### config.mk
export PLATFORM = sky130hd
export DESIGN_NAME = pixel_array_top
export DESIGN_NICKNAME = d
export VERILOG_FILES = /design/src/hdl/aer_pkg.sv /design/src/hdl/aer_event_encoder.sv /design/src/hdl/pixel_arbiter.sv /design/src/hdl/pixel_array_top.sv /design/src/hdl/rr_group_arbiter.sv
export SDC_FILE = /design/constraint.sdc
export NUM_CORES = 1
export LEC_CHECK = 0
export ABC_AREA = 1
export BUFFER_PORTS_ARGS = -buffer_cell sky130_fd_sc_hd__buf_4
export CAP_MARGIN = 40
export CORE_UTILIZATION = 55
export CTS_BUF_LIST = sky130_fd_sc_hd__clkbuf_16
export DETAILED_ROUTE_END_ITERATION = 7
export PLACE_DENSITY = 0.8
export SLEW_MARGIN = 20
export SYNTH_ARGS = -nofsm -noshare
export SYNTH_HDL_FRONTEND = slang
export SYNTH_SLANG_ARGS = --single-unit
export TNS_END_PERCENT = 1
### constraint.sdc
create_clock -name clk_i -period 6.3 [get_ports clk_i]
set_input_delay 1.26 -clock clk_i [delete_from_list [all_inputs] [get_ports clk_i]]
set_output_delay 1.26 -clock clk_i [all_outputs]
set_load 0.005 [all_outputs]
### src/hdl/aer_pkg.sv
// Array sizes, address widths, arbiter FSM states and event types
package aer_pkg;

    // ------------------------------
    // Array geometry
    // ------------------------------
    localparam int ROWS  = 4;                   // Pixel rows
    localparam int COLS  = 4;                   // Pixel columns
    localparam int ROW_W = 2;                   // Row address bits
    localparam int COL_W = 2;                   // Column address bits

    // ------------------------------
    // Event format
    // ------------------------------
    localparam int TS_W  = 16;                  // Timestamp bits, wraps silently

    // One bit per pixel, outer index is the row
    typedef logic [ROWS-1:0][COLS-1:0] pixel_mat_t;

    // Two-level arbitration FSM
    typedef enum logic [1:0]
    {
        ARB_IDLE      = 2'b00,                  // Disabled, arbiters cleared
        ARB_ROW_GRANT = 2'b01,                  // Row arbiter picking a row
        ARB_COL_GRANT = 2'b10                   // Column arbiter sweeping the row
    } arb_state_t;

    // Pixel address as seen on the AER bus
    typedef struct packed
    {
        logic [ROW_W-1:0] x;                    // Row index
        logic [COL_W-1:0] y;                    // Column index
    } pixel_addr_t;

    // Address event, address in the upper bits
    typedef struct packed
    {
        pixel_addr_t      addr;                 // Granted pixel
        logic [TS_W-1:0]  ts;                   // Cycle count at grant
    } aer_event_t;

endpackage

### src/hdl/aer_event_encoder.sv
// Free-running timestamp and address-event register for new pixel grants
`timescale 1ns/1ps

module aer_event_encoder import aer_pkg::*;
(
    input  logic        clk_i,
    input  logic        reset_i,
    input  pixel_mat_t  gnt_i,                  // Grant matrix from the arbiter
    input  pixel_addr_t addr_i,                 // Address of that grant
    output aer_event_t  event_o,                // Registered event
    output logic        event_valid_o           // One-cycle strobe per event
);

    logic [TS_W-1:0] ts_q;                      // Cycles since reset
    pixel_addr_t     prev_addr_q;               // Grant address of last cycle
    logic            prev_any_q;                // Last cycle had a grant
    aer_event_t      event_q;
    logic            valid_q;

    logic            any_gnt;                   // A pixel holds the grant now
    logic            new_gnt;                   // Grant is new this cycle

    // ------------------------------
    // Timestamp
    // ------------------------------
    always_ff @(posedge clk_i or posedge reset_i)
    begin
        if (reset_i)
            ts_q <= '0;
        else
            ts_q <= ts_q + 1'b1;                // Free running, wraps
    end

    // ------------------------------
    // New grant detection
    // ------------------------------
    assign any_gnt = |gnt_i;
    assign new_gnt = any_gnt & (~prev_any_q | (addr_i != prev_addr_q));

    always_ff @(posedge clk_i or posedge reset_i)
    begin
        if (reset_i)
        begin
            prev_addr_q <= '0;
            prev_any_q  <= 1'b0;
        end
        else
        begin
            prev_addr_q <= addr_i;
            prev_any_q  <= any_gnt;
        end
    end

    // ------------------------------
    // Event output
    // ------------------------------
    always_ff @(posedge clk_i or posedge reset_i)
    begin
        if (reset_i)
            valid_q <= 1'b0;
        else
            valid_q <= new_gnt;                 // Strobe follows the grant by one cycle
    end

    always_ff @(posedge clk_i)
    begin
        if (new_gnt)
        begin
            event_q.addr <= addr_i;
            event_q.ts   <= ts_q;               // Time of the grant cycle
        end
    end

    assign event_o       = event_q;
    assign event_valid_o = valid_q;

endmodule

### src/hdl/pixel_arbiter.sv
// Two-level row/column pixel arbitration with control FSM and grant matrix
`timescale 1ns/1ps

module pixel_arbiter import aer_pkg::*;
(
    input  logic        clk_i,
    input  logic        reset_i,
    input  logic        enable_i,               // Low aborts and clears fairness state
    input  pixel_mat_t  req_i,                  // Request levels per pixel
    output pixel_mat_t  gnt_o,                  // One-hot or zero
    output pixel_addr_t addr_o,                 // Row and column of the grant
    output logic        active_o,               // A column grant was seen last cycle
    output logic        grp_release_o           // Full sweep finished
);

    arb_state_t state_q, state_d;               // FSM state

    logic [ROWS-1:0]  row_req;                  // Per-row OR of pixel requests
    logic [COLS-1:0]  col_req;                  // Requests of the granted row
    logic [ROWS-1:0]  row_gnt;
    logic [COLS-1:0]  col_gnt;
    logic [ROW_W-1:0] row_addr;
    logic [COL_W-1:0] col_addr;
    logic             row_rel;                  // Row group exhausted
    logic             col_rel;                  // Column group exhausted

    logic             row_en;                   // Step the row arbiter
    logic             col_en;                   // Step the column arbiter
    logic             refresh;                  // Clear both arbiters

    // ------------------------------
    // Request reduction
    // ------------------------------
    always_comb
    begin
        for (int r = 0; r < ROWS; r++)
        begin
            row_req[r] = |req_i[r];             // Row wants service if any pixel does
        end
    end

    // Column requests follow the held row grant
    assign col_req = req_i[row_addr];

    // ------------------------------
    // Row and column arbiters
    // ------------------------------
    rr_group_arbiter #(
        .N (ROWS)
    ) u_row_arb (
        .clk_i         (clk_i),
        .reset_i       (reset_i),
        .enable_i      (row_en),
        .refresh_i     (refresh),
        .req_i         (row_req),
        .gnt_o         (row_gnt),
        .addr_o        (row_addr),
        .grp_release_o (row_rel)
    );

    rr_group_arbiter #(
        .N (COLS)
    ) u_col_arb (
        .clk_i         (clk_i),
        .reset_i       (reset_i),
        .enable_i      (col_en),
        .refresh_i     (refresh),
        .req_i         (col_req),
        .gnt_o         (col_gnt),
        .addr_o        (col_addr),
        .grp_release_o (col_rel)
    );

    // ------------------------------
    // Control FSM
    // ------------------------------
    always_ff @(posedge clk_i or posedge reset_i)
    begin
        if (reset_i)
            state_q <= ARB_IDLE;
        else
            state_q <= state_d;
    end

    always_comb
    begin
        state_d = state_q;
        row_en  = 1'b0;
        col_en  = 1'b0;
        refresh = 1'b0;
        case (state_q)
            ARB_IDLE:
            begin
                if (enable_i)
                begin
                    row_en  = 1'b1;             // First row pick on the way in
                    state_d = ARB_ROW_GRANT;
                end
            end
            ARB_ROW_GRANT:
            begin
                if (!enable_i)
                begin
                    refresh = 1'b1;             // Abort, forget the sweep
                    state_d = ARB_IDLE;
                end
                else if (|row_gnt)
                begin
                    col_en  = 1'b1;             // Start the column sweep of this row
                    state_d = ARB_COL_GRANT;
                end
                else
                    row_en  = 1'b1;             // Nothing yet, poll rows again
            end
            ARB_COL_GRANT:
            begin
                if (!enable_i)
                begin
                    refresh = 1'b1;
                    state_d = ARB_IDLE;
                end
                else
                begin
                    col_en = 1'b1;              // One pixel per cycle
                    // Column grant drops to zero on this step, move to the next row
                    if (col_rel)
                    begin
                        row_en  = 1'b1;
                        state_d = ARB_ROW_GRANT;
                    end
                end
            end
            default:
                state_d = ARB_IDLE;
        endcase
    end

    // ------------------------------
    // Grant matrix and status
    // ------------------------------
    always_comb
    begin
        gnt_o = '0;
        if (|row_gnt && |col_gnt)               // Both levels must hold a grant
            gnt_o[row_addr][col_addr] = 1'b1;
    end

    assign addr_o.x = row_addr;
    assign addr_o.y = col_addr;

    always_ff @(posedge clk_i or posedge reset_i)
    begin
        if (reset_i)
        begin
            active_o      <= 1'b0;
            grp_release_o <= 1'b0;
        end
        else
        begin
            active_o      <= |col_gnt;
            // Last column of the last row ends the whole group
            grp_release_o <= enable_i & row_rel & col_rel;
        end
    end

endmodule

### src/hdl/pixel_array_top.sv
// Top level joining the pixel arbiter and the event encoder
`timescale 1ns/1ps

module pixel_array_top import aer_pkg::*;
(
    input  logic        clk_i,
    input  logic        reset_i,
    input  logic        enable_i,               // Arbitration enable level
    input  pixel_mat_t  req_i,                  // Pixel request levels
    output pixel_mat_t  gnt_o,                  // Pixel grants, one-hot or zero
    output pixel_addr_t addr_o,                 // Current grant address
    output aer_event_t  event_o,                // Address event
    output logic        event_valid_o,          // Event strobe
    output logic        active_o,               // Column sweep in progress
    output logic        any_req_o,              // Some pixel is requesting
    output logic        grp_release_o           // End of full sweep
);

    pixel_mat_t  gnt;                           // Grant shared with the encoder
    pixel_addr_t addr;

    // ------------------------------
    // Arbitration
    // ------------------------------
    pixel_arbiter u_arbiter (
        .clk_i         (clk_i),
        .reset_i       (reset_i),
        .enable_i      (enable_i),
        .req_i         (req_i),
        .gnt_o         (gnt),
        .addr_o        (addr),
        .active_o      (active_o),
        .grp_release_o (grp_release_o)
    );

    // Event generation
    aer_event_encoder u_encoder (
        .clk_i         (clk_i),
        .reset_i       (reset_i),
        .gnt_i         (gnt),
        .addr_i        (addr),
        .event_o       (event_o),
        .event_valid_o (event_valid_o)
    );

    assign gnt_o     = gnt;
    assign addr_o    = addr;
    assign any_req_o = |req_i;                  // Plain OR, no reset gating

endmodule

### src/hdl/rr_group_arbiter.sv
// Round-robin group arbiter with served mask, one-hot grant and group release
`timescale 1ns/1ps

module rr_group_arbiter #(
    parameter int N = 4                         // Number of requesters
)
(
    input  logic                   clk_i,
    input  logic                   reset_i,
    input  logic                   enable_i,    // Advance to the next requester
    input  logic                   refresh_i,   // Drop grant and forget the group
    input  logic [N-1:0]           req_i,
    output logic [N-1:0]           gnt_o,       // One-hot or zero
    output logic [$clog2(N)-1:0]   addr_o,      // Index of the granted requester
    output logic                   grp_release_o // Group exhausted on this enable
);

    logic [N-1:0]         served_q;             // Requesters already served this group
    logic [N-1:0]         gnt_q;                // Registered grant
    logic [$clog2(N)-1:0] addr_q;               // Registered grant index

    logic [N-1:0]         served_nxt;           // Mask including the current grant
    logic [N-1:0]         cand;                 // Pending and not yet served
    logic                 found;                // Any candidate left
    logic [N-1:0]         gnt_nxt;
    logic [$clog2(N)-1:0] addr_nxt;

    // ------------------------------
    // Candidate search
    // ------------------------------
    always_comb
    begin
        served_nxt = served_q | gnt_q;          // Current holder counts as served
        cand       = req_i & ~served_nxt;
        found      = |cand;
        gnt_nxt    = '0;
        addr_nxt   = '0;
        // Walk down so the lowest index wins
        for (int i = N - 1; i >= 0; i--)
        begin
            if (cand[i])
            begin
                gnt_nxt    = '0;
                gnt_nxt[i] = 1'b1;
                addr_nxt   = i[$clog2(N)-1:0];
            end
        end
    end

    // Release fires only on an enabled step that finds nobody left
    assign grp_release_o = enable_i & ~refresh_i & ~found;

    // ------------------------------
    // Grant and mask registers
    // ------------------------------
    always_ff @(posedge clk_i or posedge reset_i)
    begin
        if (reset_i)
        begin
            served_q <= '0;
            gnt_q    <= '0;
            addr_q   <= '0;
        end
        else if (refresh_i)                     // Abort wins over enable
        begin
            served_q <= '0;
            gnt_q    <= '0;
            addr_q   <= '0;
        end
        else if (enable_i)
        begin
            if (found)
            begin
                served_q <= served_nxt;         // Remember who had the grant
                gnt_q    <= gnt_nxt;
                addr_q   <= addr_nxt;
            end
            else
            begin
                served_q <= '0;                 // Group done, start a fresh one
                gnt_q    <= '0;
                addr_q   <= '0;
            end
        end
        // Otherwise hold the grant
    end

    assign gnt_o  = gnt_q;
    assign addr_o = addr_q;

endmodule

==> results of run 1 <==
placed cells by master (no fill, tap or decap), types with 2 or more instances in the layout:
cell type  instances
nand2_1           70
buf_4             63
nor2_1            47
dfrtp_1           46
inv_1             31
nand3_1           26
edfxtp_1          20
nand3_2           10
xor2_1            10
clkbuf_16          9
a21oi_1            7
xnor2_1            6
nand2_2            5
nand4_1            5
ha_1               5
o21ai_1            4
o22ai_1            4
o21ai_0            4
o31ai_1            4
clkinv_1           3
clkinv_4           2
bufinv_16          2
Yosys cell counts (2+ instances only):
cell type	instances
ha_1	5
nand2_2	5
dfrtp_1	46
a21oi_1	7
nor2_1	47
o21ai_1	4
nand2_1	70
o21ai_0	4
o22ai_1	4
xor2_1	10
inv_1	32
nand3_1	26
o31ai_1	4
nand4_1	5
buf_4	2
xnor2_1	6
nand3_2	10
buf_6	3
edfxtp_1	20
critical path, stage by stage:
cell	delay [ps]
buf_4	110
nor2_1	190
nand2_1	120
or4_1	540
buf_4	150
power by group:
group	internal, mW	switching [mW]	leakage (nW)
Combinational	0.214	0.401	0.987
Clock	0.345	0.181	0.153
Sequential	0.562	0.0711	0.803
layer usage:
layer  GRT usage (%)  wire length (um)  vias up
met4            12.1               195        0
li1                -                 -     1211
met2            41.8              3450       93
met3            7.53               402       18
met1            29.6              2760     1158
met5               0                 0        -
logic make-up after synthesis:
family,after synthesis
DFF,66
and+or+nand+nor,170
adders and majority gates,5
xor gates and xnor gates,16
buffers and inverters,41
AOI/OAI and AO/OA,29
through the flow:
step | hold WS (ps) | instances | setup slack (ps) | util (%) | instance area (um^2)
global placement | 432 | 455 | 2720 | 66.1 | 3640
finish | 468 | 471 | 2680 | 72.1 | 3970
global route | 483 | 471 | 2660 | 72.1 | 3970
CTS | 472 | 471 | 2700 | 72.1 | 3970
floorplan | 411 | 327 | 3100 | - | 3130
detailed placement | 446 | 455 | 2720 | 66.3 | 3650
layout make-up:
type                    instances  area share, %
multi-input cells             220           30.4
clock buffers                   9           5.67
well taps                      72           2.27
inverters                      34           3.28
flip-flops and latches         66           44.1
repair buffers                 63           11.9
clock inverters                 7           2.36
worst paths after layout:
path / start / endpoint / slack (ps) / cells past startpoint
max in group asynchronous: reset_i / u_encoder.ts_q[11] / 4820 / 3
worst max-delay path: req_i[13] / any_req_o / 2680 / 5
min in group asynchronous: reset_i / u_arbiter.u_row_arb.addr_o[0] / 1090 / 3
worst min-delay path: u_encoder.ts_q[15] / u_encoder.ts_q[15] / 470 / 1
worst max register to register: u_arbiter.u_row_arb.addr_o[0] / u_arbiter.u_row_arb.served_q[2] / 3830 / 13
worst min register to register: u_encoder.ts_q[15] / u_encoder.ts_q[15] / 470 / 1
sequential cells by signal (all words and copies together) (netlist names), 2 cells and up:
signal / count
u_encoder.event_o: 20
u_encoder.ts_q: 16
u_arbiter.u_col_arb.gnt_o: 4
u_arbiter.u_col_arb.served_q: 4
u_arbiter.u_row_arb.gnt_o: 4
u_arbiter.u_row_arb.served_q: 4
u_encoder.prev_addr_q: 4
u_arbiter.state_q: 2
u_arbiter.u_col_arb.addr_o: 2
u_arbiter.u_row_arb.addr_o: 2
==> summary.md, run 1 <==
| Metric | Value |
|---|---|
| Drt first-iter violations | `152` |
| # DRC | `0` |
| CTS buffer count | `9` |
| Clk sinks | `66` |
| Simple-gate share of the synthesized area | `between 20 and 30%` |
| Initial antenna violation count | `0` |
| Synth Area in Adders | `2.00%` |
| Fillers | `slightly above 400` |
| Largest net degree at the start of global routing | `47` |
| Max Cap Viol | `0` |
| TritonRoute pass-1 iters | `4` |
| Power Density | `between 400 and 500 nW/um^2` |
| Synth unique cells | `36` |
| Compound-Gate Fraction of Synth Area | `5.84%` |
| Fin. max-slew vios | `0` |
| Post-CTS Hold Fix Bufs | `0` |
| # Post-CTS Setup Buffers | `0` |
| First-pass GRT wire length | `roughly 11 mm` |
| DP HPWL | `~4.7 mm` |
| Total Routed Length | `about 7 mm` |
| Global route overflow | `0` |
| Routed vias | `2480` |
| ANT cells | `0` |
| Clock transition at path regs | `~50 ps` |
| Area of the multi-input gates | `approximately 1200 um^2` |
| Vias in the first global route | `around 2400` |
| Seq/Total Area, Yosys | `a little under three fifths` |
| Share of layout cells above drive strength 1 | `roughly 26%` |
| Resized Gates After CTS | `0` |
| Fin crit share | `a little under three fifths` |
| Synth area leader | `dfrtp_1` |
| Setup tns final | `0 ps` |
| Total power | `around 1.8 mW` |
| Synthesized instance count | `approximately 330` |
| Htree depth | `3` |
| Min-delay worst type | `reg2reg` |
| Tot GR Track Use | `about a quarter` |
| Largest family of logic cells by synthesized area | `simple AND/OR/NAND/NOR gates` |
| Placer Congestion | `0.922` |
| Maximum VDD drop | `around 0.24 mV` |
| Unrepaired setup endpoints after global routing | `no` |
| Outcome | `finished, final reports clean` |
| Clk root buf | `clkbuf_16` |
| Largest cells by area after synthesis | `dfrtp_1 37%, edfxtp_1 19%, nand2_1 8.4%` |
| Number of synthesis warnings | `0` |
| Final setup viols | `0` |
| Synth Flop Type | `dfrtp_1` |
| Die width | `around 77 um` |
| WP data required | `roughly 5000 ps` |
| #FFs+latches synth | `66` |
| Number of synthesized flops with an enable pin | `20` |
| Slew HR | `approximately 47%` |
| Avg Cell Area, Syn | `9.57 um^2` |
| Hold Vio Cnt, Final | `0` |
| Crit Path Max Fanout | `3` |
| Count of buffers from port buffering | `a little over 60` |
| Mux contribution to synthesized area | `0%` |
| Vias per cell | `about 5.3` |
| CP arrival | `roughly 2400 ps` |
| Clock tree buffer depth | `2` |
| I/O pins | `between 60 and 70` |
| CP Class | `in2out` |
| Synthesized net count | `351` |
| Fmax | `0.276 GHz` |
| Type of origin of the critical path | `input port` |
| TritonCTS clock tree | `built` |
| Die Y | `between 70 and 80 um` |
| Worst-Margin Slew | `793 ps` |
| Synth Area in XOR/XNOR | `4.48%` |
| Async SR Flop Fraction | `69.7%` |
| Clock insertion delay at the later pin of the skew report | `330 ps` |
| Core Footprint | `~5500 um^2` |
| P&R area growth vs syn | `26.8%` |
| ANT nets after route | `0` |
| Number of core rows | `27` |
| Top cell type's share of synthesized area | `36.8%` |
| Pleak | `between 1.5 and 2 nW` |
| Mapped cell area | `approximately 3100 um^2` |
| Nets | `~420` |
| FF+latch area | `1750 um^2` |
| Full die area | `between 5000 and 6000 um^2` |
| Critical Path End Type | `output pin` |
| Initial Util | `about 57%` |
| Clock skew | `4.65 ps` |
| WL per Instance | `14.5 um` |
| Final critical-path required period | `3620 ps` |
No activity file was read; power rests on OpenSTA's default activity.
==> inputs of run 2 (changes only) <==
- ABC_AREA: 1 -> 0
- CORE_UTILIZATION: 55 -> 54
- PLACE_DENSITY: 0.8 -> 0.79
- clock period: 6.3 -> 3.7 ns (I/O delays scaled with it)
==> run 2 against run 1 <==
  * Routed wire length down 0.94%
  * Critical path depth up 1
  * Power up 71%
  * Sequential share of layout area up 1.1 points
  * Setup slack worse by 2000 ps
  * Flip-flop and latch count unchanged
  * Design area down 2.4%
  * Highest routed layer unchanged
  * Die area down 0.73%
  * Utilization up 1.4 points
  * Clock power up 56%
  * Critical path type is now reg2out
  * Sequential power up 83%
==> summary.md, run 2 <==
| Metric | Value |
|---|---|
| Outcome | `finished, final reports clean (unchanged)` |
| Clk root buf | `clkbuf_16 (unchanged)` |
| Clk sinks | `66 (unchanged)` |
| TritonCTS clock tree | `built (unchanged)` |
| Initial Util | `57.9% (was 56.8%)` |
| CP arrival | `2310 ps (was 2360 ps)` |
| Crit path largest cell delay | `700 ps (was 540 ps)` |
| Core Footprint | `5270 um^2 (was 5510 um^2)` |
| TritonRoute pass-1 iters | `4 (unchanged)` |
| First-pass GRT wire length | `11.2 mm (was 11.3 mm)` |
| # Post-CTS Setup Buffers | `0 (unchanged)` |
| Pleak | `1.76 nW (was 1.94 nW)` |
| Logic pwr share | `34.4% (was 34.7%)` |
| Largest register FFs | `20 (unchanged)` |
| Number of synthesized flops with an enable pin | `20 (unchanged)` |
| Fmax | `approximately 0.33 GHz` |
| Maximum VDD drop | `0.491 mV (was 0.241 mV)` |
| #FFs+latches synth | `66 (unchanged)` |
| Total power | `3.03 mW (was 1.78 mW)` |
| Internal power | `1.98 mW (was 1.12 mW)` |
| # DRC | `0 (unchanged)` |
| ANT nets after route | `0 (unchanged)` |
| Synth top cells by count | `46 x dfrtp_1, 25 x nor2_1, 21 x nand2_1 (was 70 x nand2_1, 47 x nor2_1, 46 x dfrtp_1)` |
| Synth area leader | `dfrtp_1 (unchanged)` |
| Largest delay share family, worst path | `simple AND/OR/NAND/NOR gates (unchanged)` |
| Slowest-stage cell, CP | `nor4_1 (was or4_1)` |
| Synth unique cells | `51 (was 36)` |
| Die Y | `77.1 um (was 77.4 um)` |
| Power Density | `782 nW/um^2 (was 447 nW/um^2)` |
| Switch share | `34.7% (was 36.8%)` |
| Finished layout cell area | `3870 um^2 (was 3970 um^2)` |
| Count leader, synth | `dfrtp_1 (was nand2_1)` |
| Global route overflow | `0 (unchanged)` |
| Full die area | `5950 um^2 (was 6000 um^2)` |
| Die width | `77.1 um (was 77.4 um)` |
| Min-delay worst type | `in2async (was reg2reg)` |
| Number of synthesis warnings | `0 (unchanged)` |
| Count of buffers from port buffering | `62 (unchanged)` |
| Tot GR Track Use | `24.8% (was 25.1%)` |
| Synthesized net count | `287 (was 351)` |
| Max Cap Viol | `0 (unchanged)` |
| Final critical-path required period | `around 3000 ps` |
| P_sw | `1.05 mW (was 654 uW)` |
| Synthesized instance count | `263 (was 327)` |
| Top cell type's share of synthesized area | `37.8% (was 36.8%)` |
| Type of origin of the critical path | `flip-flop (was input port)` |
| Critical Path End Type | `output pin (unchanged)` |
| Largest net degree at the start of global routing | `29 (was 47)` |
| Unrepaired setup endpoints after global routing | `no (unchanged)` |
| Clk network pwr share | `27.2% (was 29.7%)` |
| Buf/Inv on CP | `2 (unchanged)` |
| Initial antenna violation count | `0 (unchanged)` |
| Htree depth | `3 (unchanged)` |
| Drt first-iter violations | `185 (was 152)` |
| WP data required | `2960 ps (was 5040 ps)` |
| Mapped cell area | `3050 um^2 (was 3130 um^2)` |
| # placed instances | `390 (was 455)` |
| P&R area growth vs syn | `27.0% (was 26.8%)` |
| Final std cells w/o fill | `406 (was 471)` |
| CTS buffer count | `9 (unchanged)` |
| Fillers | `375 (was 408)` |
| Slew HR | `48.5% (was 46.9%)` |
| Routed vias | `2326 (was 2480)` |
| Crit path cell chain | `nor4_1 -> nand2b_1 -> inv_1 -> nand3b_1 -> nor3_1 -> buf_4 (was buf_4 -> nor2_1 -> nand2_1 -> or4_1 -> buf_4)` |
| Async SR Flop Fraction | `69.7% (unchanged)` |
| I/O pins | `63 (unchanged)` |
| Crit Path Max Fanout | `5 (was 3)` |
| Placer Congestion | `0.936 (was 0.922)` |
| Sequential share of power | `38.4% (was 35.7%)` |
| Worst Hold Slack | `433 ps (was 468 ps)` |
| Largest cells by area after synthesis | `dfrtp_1 38%, edfxtp_1 20%, xnor2_1 3.4% (was dfrtp_1 37%, edfxtp_1 19%, nand2_1 8.4%)` |
| Post-CTS Hold Fix Bufs | `0 (unchanged)` |
| Vias in the first global route | `2242 (was 2421)` |
| Clock tree buffer depth | `2 (unchanged)` |
| Vias per cell | `5.73 (was 5.27)` |
| Final setup viols | `0 (unchanged)` |
| Avg Cell Area, Syn | `11.6 um^2 (was 9.57 um^2)` |
| Worst-Margin Slew | `766 ps (was 793 ps)` |
| Setup tns final | `0 ps (unchanged)` |
| Share of layout cells above drive strength 1 | `27.7% (was 25.6%)` |
| CP Class | `reg2out (was in2out)` |
| Clock insertion delay at the later pin of the skew report | `320 ps (was 330 ps)` |
| Synth Flop Type | `dfrtp_1 (unchanged)` |
| Most frequent cells in the layout | `64 x buf_4, 46 x dfrtp_1, 25 x nor2_1 (was 70 x nand2_1, 63 x buf_4, 47 x nor2_1)` |
| Seq/Total Area, Yosys | `57.4% (was 56.0%)` |
| Clock transition at path regs | `60 ps (was 50 ps)` |
| Clock skew | `4.77 ps (was 4.65 ps)` |
| Total Routed Length | `6.74 mm (was 6.81 mm)` |
| Hold Vio Cnt, Final | `0 (unchanged)` |
| Placed inst area | `3580 um^2 (was 3650 um^2)` |
| ANT cells | `0 (unchanged)` |
| DP HPWL | `4.76 mm (was 4.72 mm)` |
| Fin crit share | `around 82%` |
| Commonest non-fill, non-tap cell in the layout | `buf_4 (was nand2_1)` |
| Fin. max-slew vios | `0 (unchanged)` |
| Number of core rows | `26 (was 27)` |
| Nets | `355 (was 418)` |
| WL per Instance | `16.6 um (was 14.5 um)` |
| Resized Gates After CTS | `0 (unchanged)` |
## run 2: cells by family after synthesis
group	after synthesis	share of synthesized area, %
simple gates	110	18.7
buf+inv	16	2.83
compound gates	36	8.58
flops	66	57.4
mux	12	5.25
xor+xnor	18	5.17
fa+ha+maj	5	2.05
## run 2: worst paths after layout
kind                                                end  cells after the start  slack, ps                          start
max                                            gnt_o[4]                      6        650   u_arbiter.u_row_arb.gnt_o[3]
max reg2reg                        u_arbiter.state_q[0]                      5       1140  u_arbiter.u_row_arb.addr_o[0]
min in group clk_i                u_encoder.event_o[15]                      0        470             u_encoder.ts_q[15]
max in group asynchronous      u_encoder.prev_addr_q[1]                      3       2520                        reset_i
min reg2reg                       u_encoder.event_o[15]                      0        470             u_encoder.ts_q[15]
min                        u_arbiter.u_row_arb.gnt_o[2]                      2        430                        reset_i
## run 2: layer usage
metal,GRT usage (%),routed length [um],vias to the layer above
met2,40.7,3350,79
met4,9.06,86,0
li1,-,-,1092
met5,0,0,-
met1,31.9,2980,1147
met3,5.95,325,8
## run 2: area by class of cell
type | count | area, um^2 | area share (%)
Clock inverter | 7 | 70.1 | 1.81
Clock buffer | 9 | 225 | 5.81
Timing Repair Buffer | 65 | 492 | 12.7
Inverter | 8 | 30.0 | 0.775
Multi-Input combinational cell | 181 | 1220 | 31.4
Tap cell | 70 | 87.6 | 2.26
Sequential cell | 66 | 1750 | 45.2
## run 2: per-stage QoR
step	util (%)	worst slack, ps
2_1_floorplan	-	1320
3_3_place_gp	67.7	1110
3_5_place_dp	67.9	1090
4_1_cts	73.5	661
5_1_grt	73.5	532
6_report	73.5	649
## run 2: power groups by stage
stage | logic, mW | registers [mW] | clock network (mW)
2_1_floorplan | 0.696 | 1.11 | 0
3_3_place_gp | 0.984 | 1.17 | 0
3_5_place_dp | 1.03 | 1.17 | 0
4_1_cts | 1.04 | 1.16 | 0.839
5_1_grt | 1.15 | 1.19 | 0.873
6_report | 1.04 | 1.16 | 0.824
